==> config.mk <==
export PLATFORM = sky130hd
export DESIGN_NAME = busArbiter_flat
export DESIGN_NICKNAME = d
export VERILOG_FILES = /design/src/aexmPkg.sv /design/src/memBusIf.sv /design/src/busArbiter.sv /design/src/flat_wrapper.sv
export SDC_FILE = /design/constraint.sdc
export NUM_CORES = 1
export LEC_CHECK = 0
export ABC_AREA = 0
export BUFFER_PORTS_ARGS = -buffer_cell sky130_fd_sc_hd__buf_2
export CELL_PAD_IN_SITES_DETAIL_PLACEMENT = 2
export CELL_PAD_IN_SITES_GLOBAL_PLACEMENT = 2
export CORE_MARGIN = 10
export CORE_UTILIZATION = 10
export DETAILED_ROUTE_END_ITERATION = 16
export PLACE_DENSITY_LB_ADDON = 0.3
export SLEW_MARGIN = 25
export SYNTH_ARGS = -nofsm -noshare
export SYNTH_HDL_FRONTEND = slang
export SYNTH_SLANG_ARGS = --single-unit
==> constraint.sdc <==
create_clock -name gclk -period 1 [get_ports gclk]
set_clock_uncertainty 0.05 [all_clocks]
set_input_delay 0.2 -clock gclk [delete_from_list [all_inputs] [get_ports gclk]]
set_output_delay 0.2 -clock gclk [all_outputs]
set_load 0.02 [all_outputs]
==> src/aexmPkg.sv <==
package aexmPkg;

   localparam int dataW = 32;
   localparam int memAddrW = 8;

   // opcode bit that selects the immediate form
   localparam int opcTypeBBit = 3;

   localparam logic [5:0] opAlu = 6'h00;
   localparam logic [5:0] opLink = 6'h26;

   // loads, register and immediate forms
   localparam logic [5:0] opLbu = 6'h30;
   localparam logic [5:0] opLhu = 6'h31;
   localparam logic [5:0] opLw = 6'h32;
   localparam logic [5:0] opLbui = 6'h38;
   localparam logic [5:0] opLhui = 6'h39;
   localparam logic [5:0] opLwi = 6'h3A;

   // stores, register and immediate forms
   localparam logic [5:0] opSb = 6'h34;
   localparam logic [5:0] opSh = 6'h35;
   localparam logic [5:0] opSw = 6'h36;
   localparam logic [5:0] opSbi = 6'h3C;
   localparam logic [5:0] opShi = 6'h3D;
   localparam logic [5:0] opSwi = 6'h3E;

   // access size in opcode bits 1:0
   localparam logic [1:0] sizeByte = 2'd0;
   localparam logic [1:0] sizeHalf = 2'd1;
   localparam logic [1:0] sizeWord = 2'd2;

   // write-back source select
   localparam logic [1:0] wbResult = 2'd0;
   localparam logic [1:0] wbLink = 2'd1;
   localparam logic [1:0] wbLoad = 2'd2;
   localparam logic [1:0] wbNone = 2'd3;

   // load/store port FSM
   localparam logic [1:0] stIdle = 2'd0;
   localparam logic [1:0] stRequest = 2'd1;
   localparam logic [1:0] stLoadWait = 2'd2;

   typedef struct packed {
      logic [5:0] opc;
      logic [4:0] rd;
      logic [4:0] ra;
      logic [4:0] rb;
      logic [10:0] unused;
   } instTypeA_s;

   typedef struct packed {
      logic [5:0] opc;
      logic [4:0] rd;
      logic [4:0] ra;
      logic [15:0] imm;
   } instTypeB_s;

   typedef union packed {
      instTypeA_s typeA;
      instTypeB_s typeB;
   } instWord_u;

endpackage

==> src/memBusIf.sv <==
`timescale 1ns/1ns

interface memBusIf;
   import aexmPkg::*;

   logic req;
   logic we;
   logic [memAddrW-1:0] addr;
   logic [3:0] sel;
   logic [dataW-1:0] wdata;
   logic [dataW-1:0] rdata;
   logic gnt;

   // requester side
   modport master (
      output req, we, addr, sel, wdata,
      input gnt, rdata
   );

   // arbiter port that faces one requester
   modport arbiter (
      input req, we, addr, sel, wdata,
      output gnt, rdata
   );

   // the RAM itself, always ready
   modport ram (
      input req, we, addr, sel, wdata,
      output gnt, rdata
   );

endinterface

==> src/busArbiter.sv <==
`timescale 1ns/1ns

module busArbiter (
   input logic gclk,
   input logic rstN,
   memBusIf.arbiter dbg,
   memBusIf.arbiter lsu,
   memBusIf.master ram
);

   logic dbgOwner;

   // debug wins, one access per cycle
   assign ram.req = dbg.req || lsu.req;
   assign ram.we = dbg.req ? dbg.we : lsu.we;
   assign ram.addr = dbg.req ? dbg.addr : lsu.addr;
   assign ram.sel = dbg.req ? dbg.sel : lsu.sel;
   assign ram.wdata = dbg.req ? dbg.wdata : lsu.wdata;

   assign dbg.gnt = dbg.req && ram.gnt;
   assign lsu.gnt = lsu.req && !dbg.req && ram.gnt;

   // owner of the last read gets the returned word
   always_ff @(posedge gclk or negedge rstN) begin
      if (!rstN) begin
         dbgOwner <= 1'b0;
      end else if (ram.req && !ram.we) begin
         dbgOwner <= dbg.req;
      end
   end

   assign dbg.rdata = dbgOwner ? ram.rdata : '0;
   assign lsu.rdata = dbgOwner ? '0 : ram.rdata;

endmodule

==> src/flat_wrapper.sv <==
// flat-port wrapper written by rule: the top's interface ports become plain ports
module busArbiter_flat 
  (gclk, rstN, dbg_req, dbg_we, dbg_addr, dbg_sel, dbg_wdata, dbg_gnt, dbg_rdata, lsu_req, lsu_we, lsu_addr, lsu_sel, lsu_wdata, lsu_gnt, lsu_rdata, ram_req, ram_we, ram_addr, ram_sel, ram_wdata, ram_gnt, ram_rdata);
  memBusIf dbg_i ();
  memBusIf lsu_i ();
  memBusIf ram_i ();
  input logic gclk;
  input logic rstN;
  input wire logic [$bits(dbg_i.req)-1:0] dbg_req;
  input wire logic [$bits(dbg_i.we)-1:0] dbg_we;
  input wire logic [$bits(dbg_i.addr)-1:0] dbg_addr;
  input wire logic [$bits(dbg_i.sel)-1:0] dbg_sel;
  input wire logic [$bits(dbg_i.wdata)-1:0] dbg_wdata;
  output wire logic [$bits(dbg_i.gnt)-1:0] dbg_gnt;
  output wire logic [$bits(dbg_i.rdata)-1:0] dbg_rdata;
  input wire logic [$bits(lsu_i.req)-1:0] lsu_req;
  input wire logic [$bits(lsu_i.we)-1:0] lsu_we;
  input wire logic [$bits(lsu_i.addr)-1:0] lsu_addr;
  input wire logic [$bits(lsu_i.sel)-1:0] lsu_sel;
  input wire logic [$bits(lsu_i.wdata)-1:0] lsu_wdata;
  output wire logic [$bits(lsu_i.gnt)-1:0] lsu_gnt;
  output wire logic [$bits(lsu_i.rdata)-1:0] lsu_rdata;
  output wire logic [$bits(ram_i.req)-1:0] ram_req;
  output wire logic [$bits(ram_i.we)-1:0] ram_we;
  output wire logic [$bits(ram_i.addr)-1:0] ram_addr;
  output wire logic [$bits(ram_i.sel)-1:0] ram_sel;
  output wire logic [$bits(ram_i.wdata)-1:0] ram_wdata;
  input wire logic [$bits(ram_i.gnt)-1:0] ram_gnt;
  input wire logic [$bits(ram_i.rdata)-1:0] ram_rdata;
  assign dbg_i.req = dbg_req;
  assign dbg_i.we = dbg_we;
  assign dbg_i.addr = dbg_addr;
  assign dbg_i.sel = dbg_sel;
  assign dbg_i.wdata = dbg_wdata;
  assign dbg_gnt = dbg_i.gnt;
  assign dbg_rdata = dbg_i.rdata;
  assign lsu_i.req = lsu_req;
  assign lsu_i.we = lsu_we;
  assign lsu_i.addr = lsu_addr;
  assign lsu_i.sel = lsu_sel;
  assign lsu_i.wdata = lsu_wdata;
  assign lsu_gnt = lsu_i.gnt;
  assign lsu_rdata = lsu_i.rdata;
  assign ram_req = ram_i.req;
  assign ram_we = ram_i.we;
  assign ram_addr = ram_i.addr;
  assign ram_sel = ram_i.sel;
  assign ram_wdata = ram_i.wdata;
  assign ram_i.gnt = ram_gnt;
  assign ram_i.rdata = ram_rdata;
  busArbiter u_core (.gclk(gclk), .rstN(rstN), .dbg(dbg_i), .lsu(lsu_i), .ram(ram_i));
endmodule
After elaboration in Yosys (flattened, before gate mapping)
Index checks and enable logic that the tools add are counted.
W data, S select, Z words.

cells by class
  reductions and logical operators = 7
  multiplexer cells = 6

operators with widths
  kind                 count
  $mux W32             3
  $mux W8              1
  $logic_and A1 B1 Y1  4
  $mux W4              1
  $logic_not A1 Y1     2
  $logic_or A1 B1 Y1   1
  $mux W1              1

storage, ports and cells
  logic and storage cells = 14
  register bits = 1
  output and inout bits = 112

Depth between registers and ports, before layout
  depth in word-level cells = 3
  gate-level depth with buffers = 3

Least setup slack after synthesis
No wires, ideal clock.

  path kind = flip-flop to output port
  start = register u_core.dbgOwner
  end = output lsu_rdata[10]
  required time = 0.750 ns
  buffers on the path = 2
  cell stages (with the launch flop) = 4
  path slack = -0.256 ns
  arrival = 1.006 ns
  cell sequence = dfrtp_1 buf_2 buf_2 nor2b_1

between the ends
  longest elaborated chain between the ends = 1

ends and longest elaborated chain
  item                    line                text
  from (decl)             busArbiter.sv:11    logic dbgOwner;
  from (signal assigned)  busArbiter.sv:28    dbgOwner <= dbg.req;
  $mux W32                busArbiter.sv:33    assign lsu.rdata = dbgOwner ? '0 : ram.rdata;
  to (decl)               flat_wrapper.sv:22  output wire logic [$bits(lsu_i.rdata)-1:0] lsu_rdata;

Every way passes these cells.

Worst setup path after layout
  start = register u_core.dbgOwner
  end = output lsu_rdata[15]

Same word-level chain as after synthesis.

==> impl_metrics.env <==
export IMPL_status="finished with violations"
export IMPL_violations="setup timing"
export IMPL_dr_pass1_iters=2
export IMPL_power_density_nw_per_um2=674.6
export IMPL_pre_cts_ws_ps=-330.9
export IMPL_power_frac_comb=0.979
export IMPL_hold_viol_final=0
export IMPL_clk_pin_slew_ps=0
export IMPL_areaGrowthSynthToFinish_pct=275.9
export IMPL_first_iter_violations=44
export IMPL_slowest_stage="dfrtp_4"
export IMPL_endpoint_kind="output pin"
export IMPL_period_minus_slack_ps=1309
export IMPL_antenna_found_initial=0
export IMPL_worstSetupPathType="reg -> out"
export IMPL_ys_seq_area_frac=0.02331
export IMPL_die_y_um=123.6
export IMPL_routedWlPerCell_um=20.78
export IMPL_final_layout_size_suffix_gt1_frac=0.9895
export IMPL_critPathMostFrequentCell="buf_6"
export IMPL_worstMarginPinSlew_ps=161.9
export IMPL_setup_ws_ps=-309.5
export IMPL_gr_total_overflow=0
export IMPL_synth_cell_area_um2=1074
export IMPL_start_util=0.1035
export IMPL_dr_wl_met2_um=5451
export IMPL_cpPeakStageDelay_ps=500
export IMPL_cap_violations=0
export IMPL_max_freq_mhz=763.7
export IMPL_die_x_um=123.6
export IMPL_antenna_left=0
export IMPL_dp_hpwl_um=8280
export IMPL_ys_warn_count=0
export IMPL_reg_top3="u_core.dbgOwner x1"
export IMPL_place_gp_congestion=0.7764
export IMPL_power_leakage_nw=2.182
export IMPL_fillers=1117
export IMPL_num_vias=2017
export IMPL_largest_reg_flops=1
export IMPL_fin_util=0.3891
export IMPL_path_cells="buf_6 > clkbuf_16 > nor2b_4 > buf_6"
export IMPL_arrival_ps=1060
export IMPL_drcViolationCount=0
export IMPL_peakVddDrop_v=0.0002382
export IMPL_p_sw_frac=0.4212
export IMPL_grt_pass1_vias=2321
export IMPL_ios=239
export IMPL_finalSetupViolations=113
export IMPL_p_clk_frac=0
export IMPL_largest_register="u_core.dbgOwner"
export IMPL_slew_viol_final=0
export IMPL_core_area_um2=10370
export IMPL_drt_wl_total_um=10760
export IMPL_dieArea_um2=15280
export IMPL_rows=37
export IMPL_portBuffers=238
export IMPL_internal_power_mw=1.576
export IMPL_seqPwrFrac=0.021
export IMPL_syn_nets=256
export IMPL_syn_mean_instance_area_um2=8.322
export IMPL_power_mw=2.722
export IMPL_grt_setup_unrepaired="yes"
export IMPL_p_switching_mw=1.147
export IMPL_track_usage=0.1147
export IMPL_grt_max_degree=23
export IMPL_max_slew_margin=0.8921
export IMPL_cp_data_required_time_ps=750
export IMPL_synthCells=129
export IMPL_worstHoldPathType="in -> reg"
export IMPL_m1WireLength_um=3457
export IMPL_nets=511
export IMPL_wl_met3_um=1853
export IMPL_clock_latency_ps=0
export IMPL_ys_types=14
export IMPL_ys_seq_elements=1
export IMPL_path_max_fanout=7
export IMPL_diodes=0
export IMPL_dr_max_layer_used="met3"
export IMPL_timing_final_crit_share=1.309
export IMPL_grt_pass1_wl_um=13950
export IMPL_start_kind="register"
export IMPL_viasPerCell=3.894
## per-layer routing
| metal | GRT usage | vias to the layer above |
|---|---|---|
| met4 | 0 | 0 |
| met5 | 0 | - |
| met3 | 0.07828 | 0 |
| met1 | 0.1082 | 920 |
| met2 | 0.2132 | 164 |
| li1 | - | 933 |
## cells by family after synthesis
| kind of cell | after synthesis | share of synthesized area |
|---|---|---|
| and+or+nand+nor | 70 | 0.4033 |
| muxes | 45 | 0.4930 |
| buffers and inverters | 12 | 0.07226 |
| AOI/OAI and AO/OA | 1 | 0.008160 |
| DFF | 1 | 0.02331 |
## metrics by stage
step	area (um^2)	instances	hold slack (ps)	TNS (ps)
global route	4035	518	516.2	-30220
global placement	2754	500	-74.81	-30750
floorplan	1403	129	-145.6	-4644
CTS	3740	514	494.0	-27590
finish	4035	518	491.5	-27910
detailed placement	2754	500	-71.70	-31540
## placed cells by master, fill, tap and decap left out, types with 2 or more instances in the layout
cell / count
mux2_4: 45
buf_2: 125
and2_4: 33
buf_6: 119
buf_16: 3
clkbuf_16: 3
buf_4: 2
nor2b_4: 31
buf_12: 11
## power by group through the flow
stage,Sequential (mW),Clock [mW],Combinational [mW]
finish,0.0574,0,2.66
detailed placement,0.0677,0,1.78
floorplan,0.0479,0,1.12
global route,0.0587,0,2.80
global placement,0.0675,0,1.75
CTS,0.0657,0,2.43
## synth_stat cells, drive strengths merged
master | number | area share
mux2 | 45 | 0.49
and2 | 33 | 0.19
nor2b | 32 | 0.19
buf | 10 | 0.065
clkbuf | 2 | 0.0070
nand2b | 2 | 0.012
a22o | 1 | 0.0082
dfrtp | 1 | 0.023
nand2 | 1 | 0.0035
nor2 | 1 | 0.0035
or2 | 1 | 0.0058
## final timing paths
kind	from	end	slack, ps	cells after the start
setup / recovery	u_core.dbgOwner$_DFFE_PN0P_	lsu_rdata[15]	-310	4
hold / removal	dbg_we	u_core.dbgOwner$_DFFE_PN0P_	490	3
setup reg to reg	u_core.dbgOwner$_DFFE_PN0P_	u_core.dbgOwner$_DFFE_PN0P_	-190	3
hold reg to reg	u_core.dbgOwner$_DFFE_PN0P_	u_core.dbgOwner$_DFFE_PN0P_	820	2
max in group asynchronous	rstN	u_core.dbgOwner$_DFFE_PN0P_	300	2
min in group asynchronous	rstN	u_core.dbgOwner$_DFFE_PN0P_	500	2
## cell type report
class	count	area, um^2	share of cell area
flip-flops and latches	1	28.78	0.007132
well taps	136	170.2	0.04217
multi-input cells	116	1453	0.3600
repair buffers	265	2384	0.5907
## worst max-delay path, delay by kind of cell (launching register included)
family	cells	cell delay [ps]
flops	1	500
buf+inv	3	440
simple gates	1	110
## timing repair
action	in CTS	in global routing
pin swaps	2	0
gates cloned	5	3
setup buffers	8	4
setup endpoints to repair	113	113
endpoints found under the hold margin	1	0
gates resized for setup	243	79
hold buffers	1	0
(Power assumes the default switching activity.)
