File: config.mk
export PLATFORM = sky130hd
export DESIGN_NAME = regFile
export DESIGN_NICKNAME = d
export VERILOG_FILES = /design/src/aexmPkg.sv /design/src/regBank.sv /design/src/regFile.sv
export SDC_FILE = /design/constraint.sdc
export NUM_CORES = 2
export LEC_CHECK = 0
export ABC_AREA = 0
export BUFFER_PORTS_ARGS = -buffer_cell sky130_fd_sc_hd__buf_2
export CAP_MARGIN = 30
export CORE_MARGIN = 1.5
export CORE_UTILIZATION = 56
export CTS_CLUSTER_DIAMETER = 150
export CTS_CLUSTER_SIZE = 25
export DETAILED_ROUTE_END_ITERATION = 8
export PLACE_DENSITY = 0.73
export SLEW_MARGIN = 20
export SYNTH_ARGS = -nofsm -noshare
export SYNTH_HDL_FRONTEND = slang
export SYNTH_SLANG_ARGS = --single-unit
File: constraint.sdc
create_clock -name gclk -period 2.1 [get_ports gclk]
set_clock_uncertainty 0.05 [all_clocks]
set_input_delay 0.21 -clock gclk [delete_from_list [all_inputs] [get_ports gclk]]
set_output_delay 0.21 -clock gclk [all_outputs]
set_load 0.01 [all_outputs]
File: src/aexmPkg.sv
package aexmPkg;

   localparam int dataW = 32;
   localparam int memAddrW = 8;

   // opcode bit that selects the immediate form
   localparam int opcTypeBBit = 3;

   localparam logic [5:0] opAlu = 6'h00;
   localparam logic [5:0] opLink = 6'h26;

   // loads, register and immediate forms
   localparam logic [5:0] opLbu = 6'h30;
   localparam logic [5:0] opLhu = 6'h31;
   localparam logic [5:0] opLw = 6'h32;
   localparam logic [5:0] opLbui = 6'h38;
   localparam logic [5:0] opLhui = 6'h39;
   localparam logic [5:0] opLwi = 6'h3A;

   // stores, register and immediate forms
   localparam logic [5:0] opSb = 6'h34;
   localparam logic [5:0] opSh = 6'h35;
   localparam logic [5:0] opSw = 6'h36;
   localparam logic [5:0] opSbi = 6'h3C;
   localparam logic [5:0] opShi = 6'h3D;
   localparam logic [5:0] opSwi = 6'h3E;

   // access size in opcode bits 1:0
   localparam logic [1:0] sizeByte = 2'd0;
   localparam logic [1:0] sizeHalf = 2'd1;
   localparam logic [1:0] sizeWord = 2'd2;

   // write-back source select
   localparam logic [1:0] wbResult = 2'd0;
   localparam logic [1:0] wbLink = 2'd1;
   localparam logic [1:0] wbLoad = 2'd2;
   localparam logic [1:0] wbNone = 2'd3;

   // load/store port FSM
   localparam logic [1:0] stIdle = 2'd0;
   localparam logic [1:0] stRequest = 2'd1;
   localparam logic [1:0] stLoadWait = 2'd2;

   typedef struct packed {
      logic [5:0] opc;
      logic [4:0] rd;
      logic [4:0] ra;
      logic [4:0] rb;
      logic [10:0] unused;
   } instTypeA_s;

   typedef struct packed {
      logic [5:0] opc;
      logic [4:0] rd;
      logic [4:0] ra;
      logic [15:0] imm;
   } instTypeB_s;

   typedef union packed {
      instTypeA_s typeA;
      instTypeB_s typeB;
   } instWord_u;

endpackage

File: src/regBank.sv
`timescale 1ns/1ns

module regBank (
   input logic gclk,
   input logic [4:0] raddr,
   output logic [31:0] rdata,
   input logic we,
   input logic [4:0] waddr,
   input logic [31:0] wdata
);

   logic [31:0] mem [32];

   // start from a cleared bank
   initial begin
      for (int i = 0; i < 32; i++) begin
         mem[i] = '0;
      end
   end

   // read returns the old contents on a same-address write
   always_ff @(posedge gclk) begin
      if (we) begin
         mem[waddr] <= wdata;
      end
      rdata <= mem[raddr];
   end

endmodule

File: src/regFile.sv
`timescale 1ns/1ns

module regFile (
   input logic gclk,
   input logic rstN,
   input logic [4:0] raA,
   input logic [4:0] raB,
   input logic [4:0] raD,
   input logic [1:0] storeSize,
   input logic [1:0] wbSel,
   input logic [4:0] wbAddr,
   input logic [aexmPkg::dataW-1:0] wbResult,
   input logic [29:0] wbLink,
   input logic [aexmPkg::dataW-1:0] wbLoad,
   output logic [aexmPkg::dataW-1:0] regA,
   output logic [aexmPkg::dataW-1:0] regB,
   output logic [aexmPkg::dataW-1:0] storeData
);
   import aexmPkg::*;

   logic [dataW-1:0] wbData;
   logic [dataW-1:0] wrData;
   logic [dataW-1:0] fwdData;
   logic [dataW-1:0] bankAOut;
   logic [dataW-1:0] bankBOut;
   logic [dataW-1:0] bankDOut;
   logic [dataW-1:0] storeSrc;
   logic [4:0] wrAddr;
   logic doWrite;
   logic wrEn;
   logic hitA;
   logic hitB;
   logic hitD;

   // write-back mux, the port names hide the package selects
   always_comb begin
      case (wbSel)
         aexmPkg::wbLink: wbData = {wbLink, 2'b00};
         aexmPkg::wbLoad: wbData = wbLoad;
         default: wbData = wbResult;
      endcase
   end

   // r0 never written after reset
   assign doWrite = (wbSel != wbNone) && (wbAddr != 5'd0);

   // reset forces zero into r0
   assign wrEn = !rstN || doWrite;
   assign wrAddr = rstN ? wbAddr : 5'd0;
   assign wrData = rstN ? wbData : '0;

   regBank bankA (
      .gclk(gclk),
      .raddr(raA),
      .rdata(bankAOut),
      .we(wrEn),
      .waddr(wrAddr),
      .wdata(wrData)
   );

   regBank bankB (
      .gclk(gclk),
      .raddr(raB),
      .rdata(bankBOut),
      .we(wrEn),
      .waddr(wrAddr),
      .wdata(wrData)
   );

   regBank bankD (
      .gclk(gclk),
      .raddr(raD),
      .rdata(bankDOut),
      .we(wrEn),
      .waddr(wrAddr),
      .wdata(wrData)
   );

   // note which read port saw a write to the same register
   always_ff @(posedge gclk or negedge rstN) begin
      if (!rstN) begin
         hitA <= 1'b0;
         hitB <= 1'b0;
         hitD <= 1'b0;
      end else begin
         hitA <= doWrite && (wbAddr == raA);
         hitB <= doWrite && (wbAddr == raB);
         hitD <= doWrite && (wbAddr == raD);
      end
   end

   always_ff @(posedge gclk) begin
      fwdData <= wbData;
   end

   assign regA = hitA ? fwdData : bankAOut;
   assign regB = hitB ? fwdData : bankBOut;
   assign storeSrc = hitD ? fwdData : bankDOut;

   // store sizer, lanes repeated across the word
   always_comb begin
      case (storeSize)
         sizeByte: storeData = {4{storeSrc[7:0]}};
         sizeHalf: storeData = {2{storeSrc[15:0]}};
         default: storeData = storeSrc;
      endcase
   end

endmodule

**Word level (Yosys, flattened, before mapping)**

Memories as Yosys holds them, arrays and structs flattened. A register that Yosys moved wholly into a read port is not among the register bits.
Cells that the tools add are included.

- Equality and inequality tests: 7
- Multiplexer cells: 9
- Reductions and logical operators: 8

Operator list:

| kind | count |
|---|---|
| 2-to-1 mux 32 bit | 4 |
| case mux 32 bit (2 select lines) | 2 |
| == test 5 bit | 3 |
| 2-to-1 mux 5 bit | 1 |
| nonzero test 5 bit | 1 |
| == test 2 x 1 -> 1 bit, second input constant | 2 |
| logical AND 1 bit | 4 |
| == test 2 bit, second input constant | 1 |
| zero test 2 bit | 1 |
| 2-to-1 mux 1 bit | 2 |
| inequality test 2 bit, second input constant | 1 |
| zero test 1 bit | 1 |
| logical OR 1 bit | 1 |

- Register bits after elaboration: 35
- RAM bits: 3,072
- Input port bits: 120
- Output and inout bits: 96
- Word-level logic and storage cells: 31
- Memories kept: 3

Memory list:

| memory | words | width | read ports | clocked after memory_dff | wr ports | line | source |
|---|---|---|---|---|---|---|---|
| bankA.mem | 32 | 32 | 1 | 1 | 1 | regBank.sv:12 | `logic [31:0] mem [32];` |
| bankB.mem | 32 | 32 | 1 | 1 | 1 | regBank.sv:12 |  |
| bankD.mem | 32 | 32 | 1 | 1 | 1 | regBank.sv:12 |  |

**Logic depth before layout (Yosys ltp)**

- Depth after elaboration: 5
- Gate-level depth with buffers: 8
- Gate-level depth less buffers: 5

**Cells and area by module**

From an unflattened synthesis, not the netlist that was laid out.

- Cells, all modules: 7,154
- Area total of the unflattened synthesis: 124,826.0 um^2

Modules (own cells, without submodules):

| module | times used | cells an instance | area an instance (um^2) | seq. area each (um^2) |
|---|---|---|---|---|
| regBank | 3 | 2,260 | 40,485.1 | 31,390.1 |
| regFile | 1 | 374 | 3,370.7 | 715.7 |

**Least setup slack after synthesis**

OpenSTA, ideal clock, no wires.

- Path kind: input to register
- From: in rstN
- To: mem bankB.mem[8][0], enable pin
- Library setup time: 0.461 ns
- Arrival time: 3.232 ns
- Data required time: 1.589 ns
- Path slack: -1.644 ns
- Cell stages on the path: 4
- Buffers on the path: 0
- Path through: inv_1 > nor2_1 > nand2_1 > nor3_1

- Cells in the longest elaborated chain, start to end: 4
- Elaborated cells on any way between the ends: 5
- Classes of those cells: 3 x mux; 2 x reduce/logical

Ends and longest elaborated chain:

| what | line | source |
|---|---|---|
| start: declaration | regFile.sv:5 | `input logic rstN,` |
| zero test 1 bit (no source line) | n/a |  |
| logical OR 1 bit | regFile.sv:48 | `assign wrEn = !rstN \|\| doWrite;` |
| 2-to-1 mux 1 bit | regBank.sv:23 | `if (we) begin` |
| 2-to-1 mux 1 bit (not written as such) | regBank.sv:24 | `mem[waddr] <= wdata;` |
| end: declaration | regBank.sv:12 |  |

Several ways; a longest one is shown, not always the timed one.

**Worst setup path after layout**

- From: reg hitD
- To: out storeData[29] in the netlist's numbering

- Cells in the longest elaborated chain, start to end: 2

Ends and longest elaborated chain:

| what | line | source |
|---|---|---|
| start: declaration | regFile.sv:33 | `logic hitD;` |
| start signal: assignment | regFile.sv:88 | `hitD <= doWrite && (wbAddr == raD);` |
| 2-to-1 mux 32 bit | regFile.sv:98 | `assign storeSrc = hitD ? fwdData : bankDOut;` |
| case mux 32 bit (2 select lines) | regFile.sv:102 | `case (storeSize)` |
| end: declaration | regFile.sv:17 | `output logic [aexmPkg::dataW-1:0] storeData` |

No other way between the ends.

==> results.toml <==
[run_status]
outcome = "finished, violations left"
violations = "negative setup slack"

[global_routing]
use_met1_pct = 53.2
grt_usage_pct = 39.8
busiest_layer = "met2"
first_global_vias = 47452
grt_use_met2_pct = 57.9
grt_pass1_wl_mm = 327
grt_max_degree = 46
grt_overflow = 0
grtUsageMet3_pct = 12.8
antenna_found_initial = 8

[final_layout]
finalCoreUtilization_pct = 66.6
drive_gt1_share_pct = 17.7
fin_nets = 5619
area_delta_synth_final_pct = 17.6
seq_area_mm2 = 0.0334
multi_input_area_mm2 = 0.0277
finalNonFillerCells = 7031
stdcell_area_mm2 = 0.0739
final_common_cell = "mux2i_1"
layout_common_cells = "1,548 x mux2i_1, 1,024 x edfxtp_1, 319 x nand2_1"
fill_cells = 7948

[drt]
drcViolationCount = 0
drt_iter0_drc = 7526
wirelength_mm = 233
routed_via_density = 7.00
drt-wirelength-per-cell_um = 33.1
vias = 49189
dr.pass1.iters = 6
ant_nets = 0

[synthesis]
yosys_warnings = 0
syn_inst = 5042
ys_types = 33
netlist_area_mm2 = 0.0628
yosysSeqAreaShare_pct = 53.1
synth_async_sr_flop_share_pct = 0.260
synth-main-ff-cell = "edfxtp_1"
synth_area_per_cell_um2 = 12.5
synth_nets = 5165
synth-edff-count = 1024
ys_ff_latch = 1155

[pwr]
combPwrFrac_pct = 17.8
p_sw_share_pct = 27.2
p_int_mw = 34.1
powerDensity_mw_per_mm2 = 635
pwr-share-clk_pct = 26.3
power_switching_mw = 12.8
p_seq_share_pct = 55.8
power.leakage_nw = 27.8
finalPower_mw = 46.9
peakVddDrop_mv = 0.626

[clocking]
cts_root_buffer = "clkbuf_16"
cts_buffers = 52
clk_pin_slew_ns = 0.10
clkSinkCount = 1155
tritoncts = "yes"
cts_buffer_depth = 3
h-tree-depth = 2
insertion_delay_ns = 0.72

[placement]
post-place-ws_ns = -0.223
dp_hpwl_mm = 148
dp_cells = 6837
port_buffers = 215
place_area_mm2 = 0.0703
gp_congestion = 0.956

[timing]
period_needed_ns = 2.67
hold_ws_ns = 0.0661
setup_tns_ns = -22.81
worstMarginPinSlew_ns = 0.897
final_max_slew_viol_count = 0
period_share_pct = 127
max_slew_margin_pct = 39.6
fin_ws_ns = -0.574
hold_viol = 0
rsz0062_at_grt = "yes"
setup_viol = 96
max_freq_mhz = 374

[floorplan]
die_h_um = 338
io_pins = 216
core_mm2 = 0.111
rows = 122
die_w_um = 338
dieArea_mm2 = 0.114
start_util_pct = 56.6

[flow_run]
maxCapViolCount = 0

[setup_path]
worstSetupPathType = "register to primary output"
worstPathArrival_ns = 2.41
required_ns = 1.84
critPathLaunchType = "register"
worst_setup_path_end_kind = "primary output"
path_max_fanout = 4

[worst_hold_path]
min-delay-path-class = "input port to register"
synthesized netlist by cell type, types with 38 or more instances:
cell type,n,share of area [%]
a22oi_1,318,3.8
buf_4,90,1.1
a31oi_1,96,0.96
clkbuf_1,119,0.71
edfxtp_1,1024,49
nand2_1,323,1.9
a22o_1,194,2.7
mux2_1,60,1.1
dfxtp_1,128,4.1
nand3_1,293,2.3
a21oi_1,315,2.5
o21ai_0,38,0.30
nor2_1,59,0.35
nor3_1,102,0.81
mux2i_1,1560,25
buf_6,48,0.86
buf_2,137,1.1
path summary, 6_finish.rpt:
path                       slack [ns]              start               to  cells after the start
max                             -0.57               hitD    storeData[29]                      7
min                              0.07         wbLoad[27]      fwdData[27]                      3
max reg2reg                      0.41    bankB.mem[3][3]   bankD.rdata[3]                      6
min reg2reg                      0.62  bankB.mem[11][10]  bankB.rdata[10]                      4
max in group asynchronous        1.32               rstN             hitD                      3
min in group asynchronous        0.23               rstN             hitA                      3
worst max-delay path, stage by stage, from the launching register on:
cell and delay, ns:
dfrtp_4 0.53, buf_12 0.16, mux2_4 0.36, nor2_1 0.14
a21oi_1 0.07, nor2_1 0.23, a21oi_1 0.07, buf_2 0.15
state kept, by name, summed over array words and instances, names as in the netlist:
register     count
bankA.rdata     32
fwdData         32
hitB             1
bankB.rdata     32
bankD.mem      512
hitA             1
bankD.rdata     32
bankB.mem      512
hitD             1
layout make-up:
type,count,share of cell area (%)
Sequential cell,1155,45.2
Multi-Input combinational cell,3460,37.5
Timing Repair Buffer,823,12.6
Tap cell,1488,2.52
Clock buffer,96,2.04
Clock inverter,2,0.0491
Inverter,4,0.0254
Antenna cell,3,0.0102
power groups by stage:
stage | sequential (mW) | clock [mW] | combinational, mW
5_1_grt | 26.2 | 13.0 | 8.57
2_1_floorplan | 26.4 | 0 | 4.04
3_3_place_gp | 26.6 | 0 | 7.30
3_5_place_dp | 26.6 | 0 | 7.36
4_1_cts | 26.1 | 12.3 | 7.87
6_report | 26.2 | 12.3 | 8.36
cell families after synthesis:
| family | synth area share [%] |
|---|---|
| compound gates | 10.4 |
| buf+inv | 3.98 |
| simple gates | 6.07 |
| flops | 53.1 |
| mux | 26.1 |
| xor+xnor | 0.209 |
| fa+ha+maj | 0.0598 |
per-layer routing:
metal  part of all wire [%]  vias to the layer above
met5                  0.020                        -
met2                     43                     3891
met3                     15                      820
met1                     37                    23982
li1                       -                    20488
met4                    5.9                        8
repair_timing:
item,in CTS,in global routing
setup buffers,17,10
cloned,1,3
hold buffers,64,0
endpoints found under the hold margin,37,0
pin swaps,5,8
gates resized for setup,158,84
setup endpoints to repair,96,96
No activity file was read; power rests on OpenSTA's default activity.
