==> src/aexmPkg.sv <==
package aexmPkg;

   localparam int dataW = 32;
   localparam int memAddrW = 8;

   // opcode bit that selects the immediate form
   localparam int opcTypeBBit = 3;

   localparam logic [5:0] opAlu = 6'h00;
   localparam logic [5:0] opLink = 6'h26;

   // loads, register and immediate forms
   localparam logic [5:0] opLbu = 6'h30;
   localparam logic [5:0] opLhu = 6'h31;
   localparam logic [5:0] opLw = 6'h32;
   localparam logic [5:0] opLbui = 6'h38;
   localparam logic [5:0] opLhui = 6'h39;
   localparam logic [5:0] opLwi = 6'h3A;

   // stores, register and immediate forms
   localparam logic [5:0] opSb = 6'h34;
   localparam logic [5:0] opSh = 6'h35;
   localparam logic [5:0] opSw = 6'h36;
   localparam logic [5:0] opSbi = 6'h3C;
   localparam logic [5:0] opShi = 6'h3D;
   localparam logic [5:0] opSwi = 6'h3E;

   // access size in opcode bits 1:0
   localparam logic [1:0] sizeByte = 2'd0;
   localparam logic [1:0] sizeHalf = 2'd1;
   localparam logic [1:0] sizeWord = 2'd2;

   // write-back source select
   localparam logic [1:0] wbResult = 2'd0;
   localparam logic [1:0] wbLink = 2'd1;
   localparam logic [1:0] wbLoad = 2'd2;
   localparam logic [1:0] wbNone = 2'd3;

   // load/store port FSM
   localparam logic [1:0] stIdle = 2'd0;
   localparam logic [1:0] stRequest = 2'd1;
   localparam logic [1:0] stLoadWait = 2'd2;

   typedef struct packed {
      logic [5:0] opc;
      logic [4:0] rd;
      logic [4:0] ra;
      logic [4:0] rb;
      logic [10:0] unused;
   } instTypeA_s;

   typedef struct packed {
      logic [5:0] opc;
      logic [4:0] rd;
      logic [4:0] ra;
      logic [15:0] imm;
   } instTypeB_s;

   typedef union packed {
      instTypeA_s typeA;
      instTypeB_s typeB;
   } instWord_u;

endpackage

==> src/memBusIf.sv <==
`timescale 1ns/1ns

interface memBusIf;
   import aexmPkg::*;

   logic req;
   logic we;
   logic [memAddrW-1:0] addr;
   logic [3:0] sel;
   logic [dataW-1:0] wdata;
   logic [dataW-1:0] rdata;
   logic gnt;

   // requester side
   modport master (
      output req, we, addr, sel, wdata,
      input gnt, rdata
   );

   // arbiter port that faces one requester
   modport arbiter (
      input req, we, addr, sel, wdata,
      output gnt, rdata
   );

   // the RAM itself, always ready
   modport ram (
      input req, we, addr, sel, wdata,
      output gnt, rdata
   );

endinterface

==> src/lsuPort.sv <==
`timescale 1ns/1ns

module lsuPort (
   input logic gclk,
   input logic rstN,
   input aexmPkg::instWord_u inst,
   input logic instValid,
   input logic [aexmPkg::dataW-1:0] result,
   input logic [29:0] pcLink,
   input logic [aexmPkg::dataW-1:0] regA,
   input logic [aexmPkg::dataW-1:0] regB,
   input logic [aexmPkg::dataW-1:0] storeData,
   output logic [4:0] raA,
   output logic [4:0] raB,
   output logic [4:0] raD,
   output logic [1:0] storeSize,
   output logic [1:0] wbSel,
   output logic [4:0] wbAddr,
   output logic [aexmPkg::dataW-1:0] wbResult,
   output logic [29:0] wbLink,
   output logic [aexmPkg::dataW-1:0] wbLoad,
   output logic retire,
   output logic busy,
   memBusIf.master bus
);
   import aexmPkg::*;

   instWord_u instReg;
   logic [1:0] state;
   logic [1:0] stateNext;
   logic [5:0] opc;
   logic [1:0] memSize;
   logic isLoad;
   logic isStore;
   logic isMem;
   logic isTypeB;
   logic [dataW-1:0] offset;
   logic [dataW-1:0] byteAddr;

   always_ff @(posedge gclk) begin
      if (instValid) begin
         instReg <= inst;
         wbResult <= result;
         wbLink <= pcLink;
      end
   end

   // read addresses follow the new instruction in its valid cycle
   assign raA = instValid ? inst.typeA.ra : instReg.typeA.ra;
   assign raB = instValid ? inst.typeA.rb : instReg.typeA.rb;
   assign raD = instValid ? inst.typeA.rd : instReg.typeA.rd;

   assign opc = instReg.typeA.opc;
   assign memSize = opc[1:0];
   assign storeSize = memSize;
   assign isTypeB = opc[opcTypeBBit];
   assign isMem = isLoad || isStore;

   always_comb begin
      isLoad = 1'b0;
      isStore = 1'b0;
      case (opc)
         opLbu, opLhu, opLw, opLbui, opLhui, opLwi: isLoad = 1'b1;
         opSb, opSh, opSw, opSbi, opShi, opSwi: isStore = 1'b1;
         default: ;
      endcase
   end

   // effective address, imm sign-extended for type B
   assign offset = isTypeB ? {{16{instReg.typeB.imm[15]}}, instReg.typeB.imm} : regB;
   assign byteAddr = regA + offset;

   assign bus.req = (state == stRequest) && isMem;
   assign bus.we = isStore;
   assign bus.addr = byteAddr[memAddrW+1:2];
   assign bus.wdata = storeData;

   always_comb begin
      case (memSize)
         sizeByte: bus.sel = 4'b0001 << byteAddr[1:0];
         sizeHalf: bus.sel = byteAddr[1] ? 4'b1100 : 4'b0011;
         sizeWord: bus.sel = 4'b1111;
         default: bus.sel = 4'b0000;
      endcase
   end

   // load sizer, zero-extended
   always_comb begin
      case (bus.sel)
         4'b0001: wbLoad = {24'd0, bus.rdata[7:0]};
         4'b0010: wbLoad = {24'd0, bus.rdata[15:8]};
         4'b0100: wbLoad = {24'd0, bus.rdata[23:16]};
         4'b1000: wbLoad = {24'd0, bus.rdata[31:24]};
         4'b0011: wbLoad = {16'd0, bus.rdata[15:0]};
         4'b1100: wbLoad = {16'd0, bus.rdata[31:16]};
         default: wbLoad = bus.rdata;
      endcase
   end

   always_comb begin
      stateNext = state;
      retire = 1'b0;
      case (state)
         stIdle: begin
            if (instValid) begin
               stateNext = stRequest;
            end
         end
         stRequest: begin
            if (!isMem) begin
               retire = 1'b1;
            end else if (bus.gnt) begin
               if (isStore) begin
                  retire = 1'b1;
               end else begin
                  stateNext = stLoadWait;
               end
            end
         end
         stLoadWait: retire = 1'b1;
         default: stateNext = stIdle;
      endcase
      // next instruction may start in the retire cycle
      if (retire) begin
         stateNext = instValid ? stRequest : stIdle;
      end
   end

   always_ff @(posedge gclk or negedge rstN) begin
      if (!rstN) begin
         state <= stIdle;
      end else begin
         state <= stateNext;
      end
   end

   assign busy = instValid || (state != stIdle);
   assign wbAddr = instReg.typeA.rd;

   always_comb begin
      wbSel = wbNone;
      if (state == stRequest) begin
         if (opc == opAlu) begin
            wbSel = aexmPkg::wbResult;
         end else if (opc == opLink) begin
            wbSel = aexmPkg::wbLink;
         end
      end else if (state == stLoadWait) begin
         wbSel = aexmPkg::wbLoad;
      end
   end

endmodule

==> src/flat_wrapper.sv <==
// flat-port wrapper written by rule: the top's interface ports become plain ports
module lsuPort_flat import aexmPkg::*;
  (gclk, rstN, inst, instValid, result, pcLink, regA, regB, storeData, raA, raB, raD, storeSize, wbSel, wbAddr, wbResult, wbLink, wbLoad, retire, busy, bus_req, bus_we, bus_addr, bus_sel, bus_wdata, bus_gnt, bus_rdata);
  memBusIf bus_i ();
  input logic gclk;
  input logic rstN;
  input aexmPkg::instWord_u inst;
  input logic instValid;
  input logic [aexmPkg::dataW-1:0] result;
  input logic [29:0] pcLink;
  input logic [aexmPkg::dataW-1:0] regA;
  input logic [aexmPkg::dataW-1:0] regB;
  input logic [aexmPkg::dataW-1:0] storeData;
  output logic [4:0] raA;
  output logic [4:0] raB;
  output logic [4:0] raD;
  output logic [1:0] storeSize;
  output logic [1:0] wbSel;
  output logic [4:0] wbAddr;
  output logic [aexmPkg::dataW-1:0] wbResult;
  output logic [29:0] wbLink;
  output logic [aexmPkg::dataW-1:0] wbLoad;
  output logic retire;
  output logic busy;
  output wire logic [$bits(bus_i.req)-1:0] bus_req;
  output wire logic [$bits(bus_i.we)-1:0] bus_we;
  output wire logic [$bits(bus_i.addr)-1:0] bus_addr;
  output wire logic [$bits(bus_i.sel)-1:0] bus_sel;
  output wire logic [$bits(bus_i.wdata)-1:0] bus_wdata;
  input wire logic [$bits(bus_i.gnt)-1:0] bus_gnt;
  input wire logic [$bits(bus_i.rdata)-1:0] bus_rdata;
  assign bus_req = bus_i.req;
  assign bus_we = bus_i.we;
  assign bus_addr = bus_i.addr;
  assign bus_sel = bus_i.sel;
  assign bus_wdata = bus_i.wdata;
  assign bus_i.gnt = bus_gnt;
  assign bus_i.rdata = bus_rdata;
  lsuPort u_core (.gclk(gclk), .rstN(rstN), .inst(inst), .instValid(instValid), .result(result), .pcLink(pcLink), .regA(regA), .regB(regB), .storeData(storeData), .raA(raA), .raB(raB), .raD(raD), .storeSize(storeSize), .wbSel(wbSel), .wbAddr(wbAddr), .wbResult(wbResult), .wbLink(wbLink), .wbLoad(wbLoad), .retire(retire), .busy(busy), .bus(bus_i));
endmodule
==> config.mk <==
export PLATFORM = sky130hd
export DESIGN_NAME = lsuPort_flat
export DESIGN_NICKNAME = d
export VERILOG_FILES = /design/src/aexmPkg.sv /design/src/memBusIf.sv /design/src/lsuPort.sv /design/src/flat_wrapper.sv
export SDC_FILE = /design/constraint.sdc
export NUM_CORES = 1
export LEC_CHECK = 0
export ABC_AREA = 1
export BUFFER_PORTS_ARGS = -buffer_cell sky130_fd_sc_hd__buf_4
export CORE_AREA = 4 4 150 152
export CTS_BUF_LIST = sky130_fd_sc_hd__clkbuf_8
export DETAILED_ROUTE_END_ITERATION = 6
export DIE_AREA = 0 0 154 156
export GPL_TIMING_DRIVEN = 0
export MAX_ROUTING_LAYER = met4
export SETUP_SLACK_MARGIN = 0.15
export SLEW_MARGIN = 20
export SYNTH_ARGS = -nofsm -noshare
export SYNTH_HDL_FRONTEND = slang
export SYNTH_SLANG_ARGS = --single-unit
==> constraint.sdc <==
create_clock -name gclk -period 4.9 [get_ports gclk]
set_input_delay 0.49 -clock gclk [delete_from_list [all_inputs] [get_ports gclk]]
set_output_delay 0.49 -clock gclk [all_outputs]
set_load 0.01 [all_outputs]
Word level (Yosys, flattened, before mapping)
Index checks and enable logic that the tools add are counted.
- add/subtract/negate cells: 1
- eq/ne operators: 28
- shifts and indexed selects: 1
- muxes and demuxes: 24
- reductions and logical operators: 10
- operator list (operator ; number):
    $pmux W32 S6 ; 1
    $eq A6 B6 Y1 const B ; 13
    $mux W2 ; 8
    $mux W5 ; 3
    $pmux W4 S3 ; 1
    $reduce_or A6 Y1 ; 2
    $add A10 B10 Y10 ; 1
    $mux W10 ; 1
    $ne A3 B3 Y1 const B ; 3
    $eq A4 B2 Y1 const B ; 2
    $eq A4 B4 Y1 const B ; 2
    $mux W1 ; 7
    $logic_not A6 Y1 ; 1
    $pmux W2 S3 ; 1
    $reduce_and A5 Y1 ; 1
    $eq A2 B1 Y1 const B ; 2
    $eq A2 B2 Y1 const B ; 2
    $eq A4 B1 Y1 const B ; 1
    $eq A4 B3 Y1 const B ; 1
    $logic_not A2 Y1 ; 2
    $mux W4 ; 1
    $shl A1 B2 Y4 const A ; 1
    $ne A3 B2 Y1 const B ; 1
    $logic_or A1 B1 Y1 ; 2
    other kinds (4) ; 4
- flip-flop bits (word level): 96
- input port bits: 226
- output and inout bits: 166
- word-level logic and storage cells: 68

Logic depth before layout (Yosys ltp)
Gate-level depths: netlist of the first run.
- depth after elaboration: 9
- depth in mapped cells: 14
- depth with buffers taken out: 13

Worst setup path before layout of the first run
Ideal clock, no wire load.
- path type: flip-flop to output port
- start point: register u_core.instReg[29] (netlist name)
- end point: output bus_sel[2]
- arrival time: 2158 ps
- required time: 4410 ps
- path slack: 2252 ps
- cell stages (with the launch flop): 11
- buffers on the path: 2
- cell sequence: edfxtp_1 > clkbuf_1 > nand2_1 > nand2_1 > ha_1 > inv_1 > fa_1 > inv_2 > nand2_2 > buf_2 > o21ai_0
- longest elaborated chain between the ends: 4
- elaborated cells on any way between the ends: 5
- classes of those cells: add/sub (1); shift (1); mux (3)
- ends and longest elaborated chain (element ; line ; source):
    start, declared ; lsuPort.sv:28 ; instWord_u instReg;
    start signal, assigned ; lsuPort.sv:42 ; instReg <= inst;
    $mux W10 * ; lsuPort.sv:70 ; assign offset = isTypeB ? {{16{instReg.typeB.imm[15]}}, instReg.typeB.imm} : regB;
    $add A10 B10 Y10 * ; lsuPort.sv:71 ; assign byteAddr = regA + offset;
    $mux W4 / $shl A1 B2 Y4 (equally long branches) ; lsuPort.sv:81, lsuPort.sv:80 ;
    $pmux W4 S3 * ; lsuPort.sv:79 ; case (memSize)
    end, declared ; flat_wrapper.sv:28 ; output wire logic [$bits(bus_i.sel)-1:0] bus_sel;
Every way passes the cells marked *; elsewhere a longest branch is shown, timed or not.

Worst setup path in the final report of the first run
- start point: register u_core.instReg[29] (netlist name)
- end point: output wbLoad[8] (netlist name)
- longest elaborated chain between the ends: 6
- elaborated cells on any way between the ends: 12
- classes of those cells: add/sub (1); eq/ne (6); shift (1); mux (4)
- ends and longest elaborated chain (element ; line ; source):
    $mux W10 * ; lsuPort.sv:70 ;
    $add A10 B10 Y10 * ; lsuPort.sv:71 ;
    $mux W4 / $shl A1 B2 Y4 (equally long branches) ; lsuPort.sv:81, lsuPort.sv:80 ;
    $pmux W4 S3 * ; lsuPort.sv:79 ;
    $eq A4 B4 Y1 (tied with other cells) ; lsuPort.sv:89 ; case (bus.sel)
    $pmux W32 S6 * ; lsuPort.sv:89 ;
    end, declared ; flat_wrapper.sv:22 ; output logic [aexmPkg::dataW-1:0] wbLoad;
Marks and branches as above.

==> results by group, run 1 <==
Status
  – Status: finished, final reports clean

Finish
  – FILL cells: ~2200
  – Nets: just over 1000
  – Synth-to-layout area growth: 62.57%
  – FF/Latch Area: ~2800 um^2
  – Ant. Diodes: 0
  – Multi-input gate area: approximately 1300 um^2
  – Share of post-route cells with drive strength above 1: around 49%

Routing
  – Wirelength per Cell: ~16 um
  – Final WL: 16780 um
  – Wl on met1: about 6200 um
  – Initial DRC count: 201
  – DRC viols: 0
  – Metal3 WL: between 1500 and 2000 um
  – Via count: approximately 4400
  – Vias per cell: 4.100
  – Pre-antenna DRT Iters: 4
  – Antenna-violating nets left: 0
  – DR WL met2: ~8400 um
  – Top Metal Used: met4

GRT
  – Largest net degree at the start of global routing: 95
  – Initial antenna violation count: 0
  – GRT Total Usage: between 10% and 20%
  – First-pass GRT wire length: around 24000 um
  – Grt ovf: 0
  – Via count of the first global-routing pass: 4475

STA
  – Unrepaired setup endpoints after global routing: false
  – Worst-Margin Slew: between 1 and 1.5 ns
  – Min Tclk post-route: slightly below 4 ns
  – Final Max Tran Viols: 0
  – Max Freq: 0.2567 GHz
  – Clock skew: about 0.0087 ns
  – Worst Slack Setup Final: 1.004 ns
  – Final setup viols: 0
  – Setup TNS: 0 ns
  – Final Hold Fails: 0
  – Max_slew headroom: between 30% and 40%
  – Final Cycle Share: between 70% and 80%

Clock tree
  – CTS H-tree lvls: 3
  – Bufs on Longest Clock Path: 2
  – CTS resizes: 0
  – CTS sink count: 95
  – TritonCTS clock tree: yes
  – Clock root buffer: clkbuf_8
  – Clk_lat worst skew: between 0.3 and 0.4 ns
  – Worst-path clk slew: around 0.10 ns
  – CTS Buf Count: 9

Power
  – Max rail drop VDD: around 0.00020 V
  – Pwr dens: around 300 nW/um^2
  – Leak: roughly 3.8 nW

Job
  – Maxcap violations: 0

Min path
  – Worst Min Path Start: pcLink[18]
  – Worst hold path class: in2reg
  – Hold depth: 1
  – WHS Endpoint: u_core.wbLink[18]

Worst setup path
  – CP delay by family, top: compound AO/OA/AOI/OAI gates
  – Critical path arrival: 3.41 ns
  – Crit start category: flop
  – Worst EP required: 4.41 ns
  – Cell Chain, Critical Path: clkbuf_1 -> nand2_1 -> nand2_1 -> ha_1 -> inv_1 -> fa_1 -> a21oi_1 -> o21ai_0 -> buf_4
  – RR Endpoint: u_core.state[0]
  – Worst R2R Setup Slack: ~3.6 ns
  – Most common cell on crit path: nand2_1
  – Worst r2r src: u_core.instReg[26]
  – Worst Reg-to-Reg Cells: 8
  – WS Path Type: reg2out
  – Max FO, Critical Path: 10
  – Critical-path top delay cell: a21oi_1
  – Max stage delay on crit path: between 0.8 and 0.9 ns
  – Worst Setup End Kind: primary output
  – Worst path bufs/invs: 3

Floorplanning
  – Std-Cell Rows: 53
  – Core area: 21020 um^2
  – Die area: 24020 um^2
  – I/O Pins: 392
  – Die Height: about 160 um
  – Die X-Extent: 154 um
  – Initial Utilization: about 22%

Yosys
  – Synth cell types: 28
  – Sequential-to-total area share from yosys stat: 60.96%
  – Syn_nets: 699
  – Avg Synthesized Cell Area: between 10 and 15 um^2
  – Synth Register Bits: 95
  – Gate Count Post-Synth: 460
  – Post-synthesis cell area: approximately 4700 um^2
  – Total number of yosys warnings: 0

Placement
  – Post-DP HPWL: approximately 14000 um
  – Port bufs: ~310
  – GPL Wtd Cong: approximately 0.76
  – Dpl ws: between 1 and 1.5 ns
==> layout make-up <==
| class | instances | area share, % |
|---|---|---|
| clock inverter | 7 | 1.040 |
| sequential | 95 | 37.50 |
| timing repair buffer | 315 | 31.28 |
| buffer | 48 | 4.423 |
| clock buffer | 9 | 1.634 |
| inverter | 55 | 2.723 |
| multi-input combinational | 262 | 16.87 |
| tap | 275 | 4.539 |
==> worst register-to-register path, cell delays in order, from the launching register on <==
cell and delay (ns):
edfxtp_1 0.54, nand2_1 0.19, nand3_1 0.09, nand2_1 0.06
nand2_1 0.05, nand2_1 0.10, inv_2 0.05, nand2_1 0.05
nand2_1 0.05
==> synthesized netlist by cell type (all sizes together) <==
master	n	area, um^2
fa	1	20.02
o31ai	1	7.510
o21a	1	7.510
nand3	32	160.2
ha	12	150.1
o21ai	11	58.81
xor2	2	17.52
dfrtp	2	50.05
inv	55	206.5
edfxtp	93	2793
a21oi	9	45.04
nand4	13	81.33
buf	46	327.8
a31oi	1	6.260
nor2	15	76.32
clkbuf	2	7.510
nand2	156	590.6
a21o	2	15.01
xnor2	2	17.52
nor3	1	5.000
o211ai	1	7.510
or2	2	12.51
==> metal layers <==
layer	vias up	GRT usage [%]
li1	2131	-
met1	1948	14.26
met2	265	23.11
met3	27	4.549
met4	0	4.878
met5	-	-
==> stage by stage <==
stage | total power, mW | util, % | cells | hold slack, ns | cell area [um^2]
finish | 2.261 | 36.06 | 1066 | 0.3020 | 7581
global route | 2.403 | 36.06 | 1066 | 0.2547 | 7581
CTS | 2.299 | 36.05 | 1066 | 0.2704 | 7577
detailed placement | 1.767 | 35.03 | 1049 | 0.2754 | 7365
global placement | 1.758 | 35.03 | 1049 | 0.2754 | 7365
floorplan | 1.348 | - | 460 | 0.1944 | 4663
==> cells by family (layout without fill, tap and decap cells) <==
kind of cell | Yosys count | in the layout | share of synthesized area (%)
AND/OR/NAND/NOR | 219 | 219 | 19.85
AO/OA/AOI/OAI | 26 | 26 | 3.166
adder cells (fa/ha/maj) | 13 | 13 | 3.649
XOR/XNOR | 4 | 4 | 0.7514
buffers and inverters | 103 | 434 | 11.62
flip-flops | 95 | 95 | 60.96
==> worst max-delay path by stage <==
stage / startpoint / to / slack, ns / depth (start not counted)
floorplan: u_core.instReg[29] / bus_sel[2] / 2.25 / 10
global placement: u_core.instReg[29] / wbLoad[3] / 1.38 / 12
detailed placement: u_core.instReg[29] / wbLoad[3] / 1.37 / 12
CTS: u_core.instReg[29] / wbLoad[3] / 0.96 / 12
global route: u_core.instReg[29] / wbLoad[3] / 0.78 / 12
finish: u_core.instReg[29] / wbLoad[8] / 1.00 / 9
==> layout by cell type (no fill, tap or decap), types with 3 or more instances in the layout <==
master | netlist | routed
a21oi_1 | 9 | 9
buf_2 | 7 | 7
buf_4 | 39 | 352
clkbuf_8 | 0 | 9
edfxtp_1 | 93 | 93
ha_1 | 12 | 12
inv_1 | 52 | 52
inv_2 | 3 | 3
nand2_1 | 154 | 154
nand3_1 | 32 | 32
nand4_1 | 13 | 13
nor2_1 | 11 | 11
o21ai_0 | 10 | 10
==> flip-flops by register name, summed over array words and instances (netlist names) <==
register         count
u_core.wbResult     32
u_core.instReg      31
u_core.wbLink       30
u_core.state         2
==> power breakdown <==
part | switching (mW) | internal [mW] | leakage, nW
registers | 0.0260 | 0.970 | 0.935
logic | 0.379 | 0.360 | 2.74
clock network | 0.283 | 0.242 | 0.0998
total | 0.688 | 1.57 | 3.77
==> timing repair <==
item / in CTS / in global routing
endpoints found under the hold margin: 2 / 0
hold buffers: 1 / 0
buffers inserted: 0 / 0
Note: power is estimated with default switching activity, not from simulation.
==> inputs of run 2 (changes only) <==
--- a/config.mk
+++ b/config.mk
@@ -7,10 +7,10 @@
 export LEC_CHECK = 0
 export ABC_AREA = 1
 export BUFFER_PORTS_ARGS = -buffer_cell sky130_fd_sc_hd__buf_4
-export CORE_AREA = 4 4 150 152
+export CORE_AREA = 4 4 151 153
 export CTS_BUF_LIST = sky130_fd_sc_hd__clkbuf_8
 export DETAILED_ROUTE_END_ITERATION = 6
-export DIE_AREA = 0 0 154 156
+export DIE_AREA = 0 0 155 157
 export GPL_TIMING_DRIVEN = 0
 export MAX_ROUTING_LAYER = met4
 export SETUP_SLACK_MARGIN = 0.15
==> constraint.sdc (replaced) <==
create_clock -name gclk -period 3.75 [get_ports gclk]
set_input_delay 0.375 -clock gclk [delete_from_list [all_inputs] [get_ports gclk]]
set_output_delay 0.375 -clock gclk [all_outputs]
set_load 0.01 [all_outputs]
==> results by group, run 2 (synthesized netlist as in run 1, its figures left out) <==
Finish
  – Max FFs per register: 32 (unchanged)
  – Most common cell after layout, fill and taps aside: buf_4 (unchanged)
  – Synth-to-layout area growth: 62.81% (was 62.57%)
  – Commonest non-fill, non-tap cells in the layout: 354 x buf_4, 154 x nand2_1, 93 x edfxtp_1, 52 x inv_1, 32 x nand3_1 (was 352 x buf_4, 154 x nand2_1, 93 x edfxtp_1, 52 x inv_1, 32 x nand3_1)
  – Nets: 1027 (was 1025)
  – Top reg by flops: u_core.wbResult (unchanged)
  – Ant. Diodes: 0 (unchanged)
  – Share of post-route cells with drive strength above 1: 49.43% (was 48.93%)
  – FILL cells: 2220 (was 2168)
  – Top Registers: u_core.wbResult x32, u_core.instReg x31, u_core.wbLink x30 (unchanged)
  – Post-Route Utilization: 35.23% (was 36.06%)

Min path
  – WHS Endpoint: u_core.wbLink[4] (was u_core.wbLink[18])
  – Hold depth: 1 (unchanged)
  – Worst hold path class: in2reg (unchanged)
  – Worst Min Path Start: pcLink[4] (was pcLink[18])

STA
  – Unrepaired setup endpoints after global routing: false (unchanged)
  – Worst-Margin Slew: 0.8336 ns (was 1.004 ns)
  – Final Hold Fails: 0 (unchanged)
  – Max_slew headroom: 44.42% (was 33.09%)
  – Clock skew: 0.008185 ns (was 0.008727 ns)
  – Final setup viols: 0 (unchanged)
  – Min Tclk post-route: 3.400 ns
  – Setup TNS: 0 ns (unchanged)
  – Final Cycle Share: between 90% and 100%
  – Final Max Tran Viols: 0 (unchanged)
  – Max Freq: about 0.3 GHz

Power
  – Pwr dens: 379.4 nW/um^2 (was 298.2 nW/um^2)
  – Leak: 3.774 nW (was 3.773 nW)
  – Max rail drop VDD: 0.0002564 V (was 0.0001966 V)

Worst setup path
  – Worst R2R Setup Slack: 2.45 ns (was 3.63 ns)
  – Worst Setup End Kind: primary output (unchanged)
  – Critical path arrival: 3.03 ns (was 3.41 ns)
  – CP delay by family, top: adder cells (was compound AO/OA/AOI/OAI gates)
  – Worst path bufs/invs: 4 (was 3)
  – Worst EP required: 3.38 ns (was 4.41 ns)
  – Critical-path top delay cell: fa_2 (was a21oi_1)
  – Worst r2r src: u_core.instReg[26] (unchanged)
  – Cell Chain, Critical Path: inv_1 -> buf_2 -> nand2_1 -> nand2_1 -> ha_1 -> inv_1 -> fa_2 -> a21oi_2 -> o21ai_0 -> buf_4 (was clkbuf_1 -> nand2_1 -> nand2_1 -> ha_1 -> inv_1 -> fa_1 -> a21oi_1 -> o21ai_0 -> buf_4)
  – Max FO, Critical Path: 10 (unchanged)
  – WS Path Type: reg2out (unchanged)
  – RR Endpoint: u_core.state[0] (unchanged)
  – Max stage delay on crit path: 0.60 ns (was 0.81 ns)
  – Crit start category: flop (unchanged)
  – Worst Reg-to-Reg Cells: 8 (unchanged)

Floorplanning
  – Std-Cell Rows: 54 (was 53)
  – Die area: 24340 um^2 (was 24020 um^2)
  – Initial Utilization: 21.64% (was 22.18%)
  – Core area: 21550 um^2 (was 21020 um^2)
  – Die Height: 157 um (was 156 um)
  – Die X-Extent: 155 um (was 154 um)
  – I/O Pins: 392 (unchanged)

Routing
  – Via count: 4324 (was 4371)
  – Pre-antenna DRT Iters: 4 (unchanged)
  – Initial DRC count: 151 (was 201)
  – Antenna-violating nets left: 0 (unchanged)
  – Wirelength per Cell: 15.64 um (was 15.74 um)
  – DRC viols: 0 (unchanged)
  – Final WL: 16780 um (about the same)
  – Vias per cell: 4.030 (was 4.100)

GRT
  – Initial antenna violation count: 0 (unchanged)
  – Grt ovf: 0 (unchanged)
  – GRT Total Usage: 13.17% (was 13.37%)
  – Via count of the first global-routing pass: 4407 (was 4475)
  – First-pass GRT wire length: 23460 um (was 23870 um)
  – Largest net degree at the start of global routing: 95 (unchanged)

Clock tree
  – TritonCTS clock tree: yes (unchanged)
  – CTS sink count: 95 (unchanged)
  – CTS Buf Count: 9 (unchanged)
  – Clock root buffer: clkbuf_8 (unchanged)
  – Worst-path clk slew: 0.10 ns (about the same)
  – CTS H-tree lvls: 3 (unchanged)
  – Bufs on Longest Clock Path: 2 (unchanged)
  – Clk_lat worst skew: 0.36 ns (was 0.35 ns)

Status
  – Status: finished, final reports clean (unchanged)

Placement
  – Post-DP HPWL: 13600 um (was 14000 um)
  – Port bufs: 314 (unchanged)
  – GPL Wtd Cong: 0.8577 (was 0.7622)

Job
  – Maxcap violations: 0 (unchanged)
==> run 2: layout make-up <==
| type | count | area (um^2) | share of cell area (%) |
|---|---|---|---|
| flip-flops and latches | 95 | 2843 | 37.44 |
| clock buffers | 9 | 123.9 | 1.632 |
| plain buffers | 48 | 339.1 | 4.466 |
| well taps | 280 | 350.3 | 4.614 |
| repair buffers | 317 | 2386 | 31.43 |
| multi-input cells | 262 | 1290 | 16.99 |
| inverters | 55 | 210.2 | 2.769 |
| clock inverters | 7 | 50.05 | 0.6592 |
==> run 2: metrics by stage <==
step	power (mW)	cells	hold slack, ns	area [um^2]	setup WS (ns)
3_3_place_gp	2.305	1054	0.1590	7371	0.2642
3_5_place_dp	2.314	1054	0.1621	7375	0.2509
4_1_cts	2.931	1071	0.1493	7567	0.04892
2_1_floorplan	1.762	460	0.07941	4663	1.217
5_1_grt	3.074	1073	0.1434	7592	0.1643
6_report	2.881	1073	0.1861	7592	0.3498
==> run 2: worst max path at each step <==
stage,endpoint,startpoint,depth (start not counted)
finish,wbLoad[12],u_core.instReg[29],10
global route,wbLoad[12],u_core.instReg[29],10
CTS,wbLoad[12],u_core.instReg[29],12
detailed placement,wbLoad[12],u_core.instReg[29],9
global placement,wbLoad[12],u_core.instReg[29],9
floorplan,bus_sel[2],u_core.instReg[29],10
==> run 2: what timing repair did <==
| action | 4_1_cts | 5_1_grt |
|---|---|---|
| pin swaps | 0 | 0 |
| endpoints found under the setup margin | 12 | 18 |
| hold endpoints to repair | 2 | 0 |
| cloned | 0 | 0 |
| hold buffers | 1 | 0 |
| gates resized for setup | 2 | 5 |
| buffers inserted | 0 | 2 |
==> run 2: power by group <==
part           internal (mW)  switching [mW]
Clock                  0.244           0.356
Combinational          0.478           0.500
Sequential              1.27          0.0359
Total                   1.99           0.892
==> run 2: per-layer routing <==
layer	global-route usage, %	vias to the layer above	wire length, um
met1	12.88	1911	5821
met3	3.684	21	1729
met5	-	-	0
met4	5.593	0	422
met2	24.39	259	8807
li1	-	2133	-
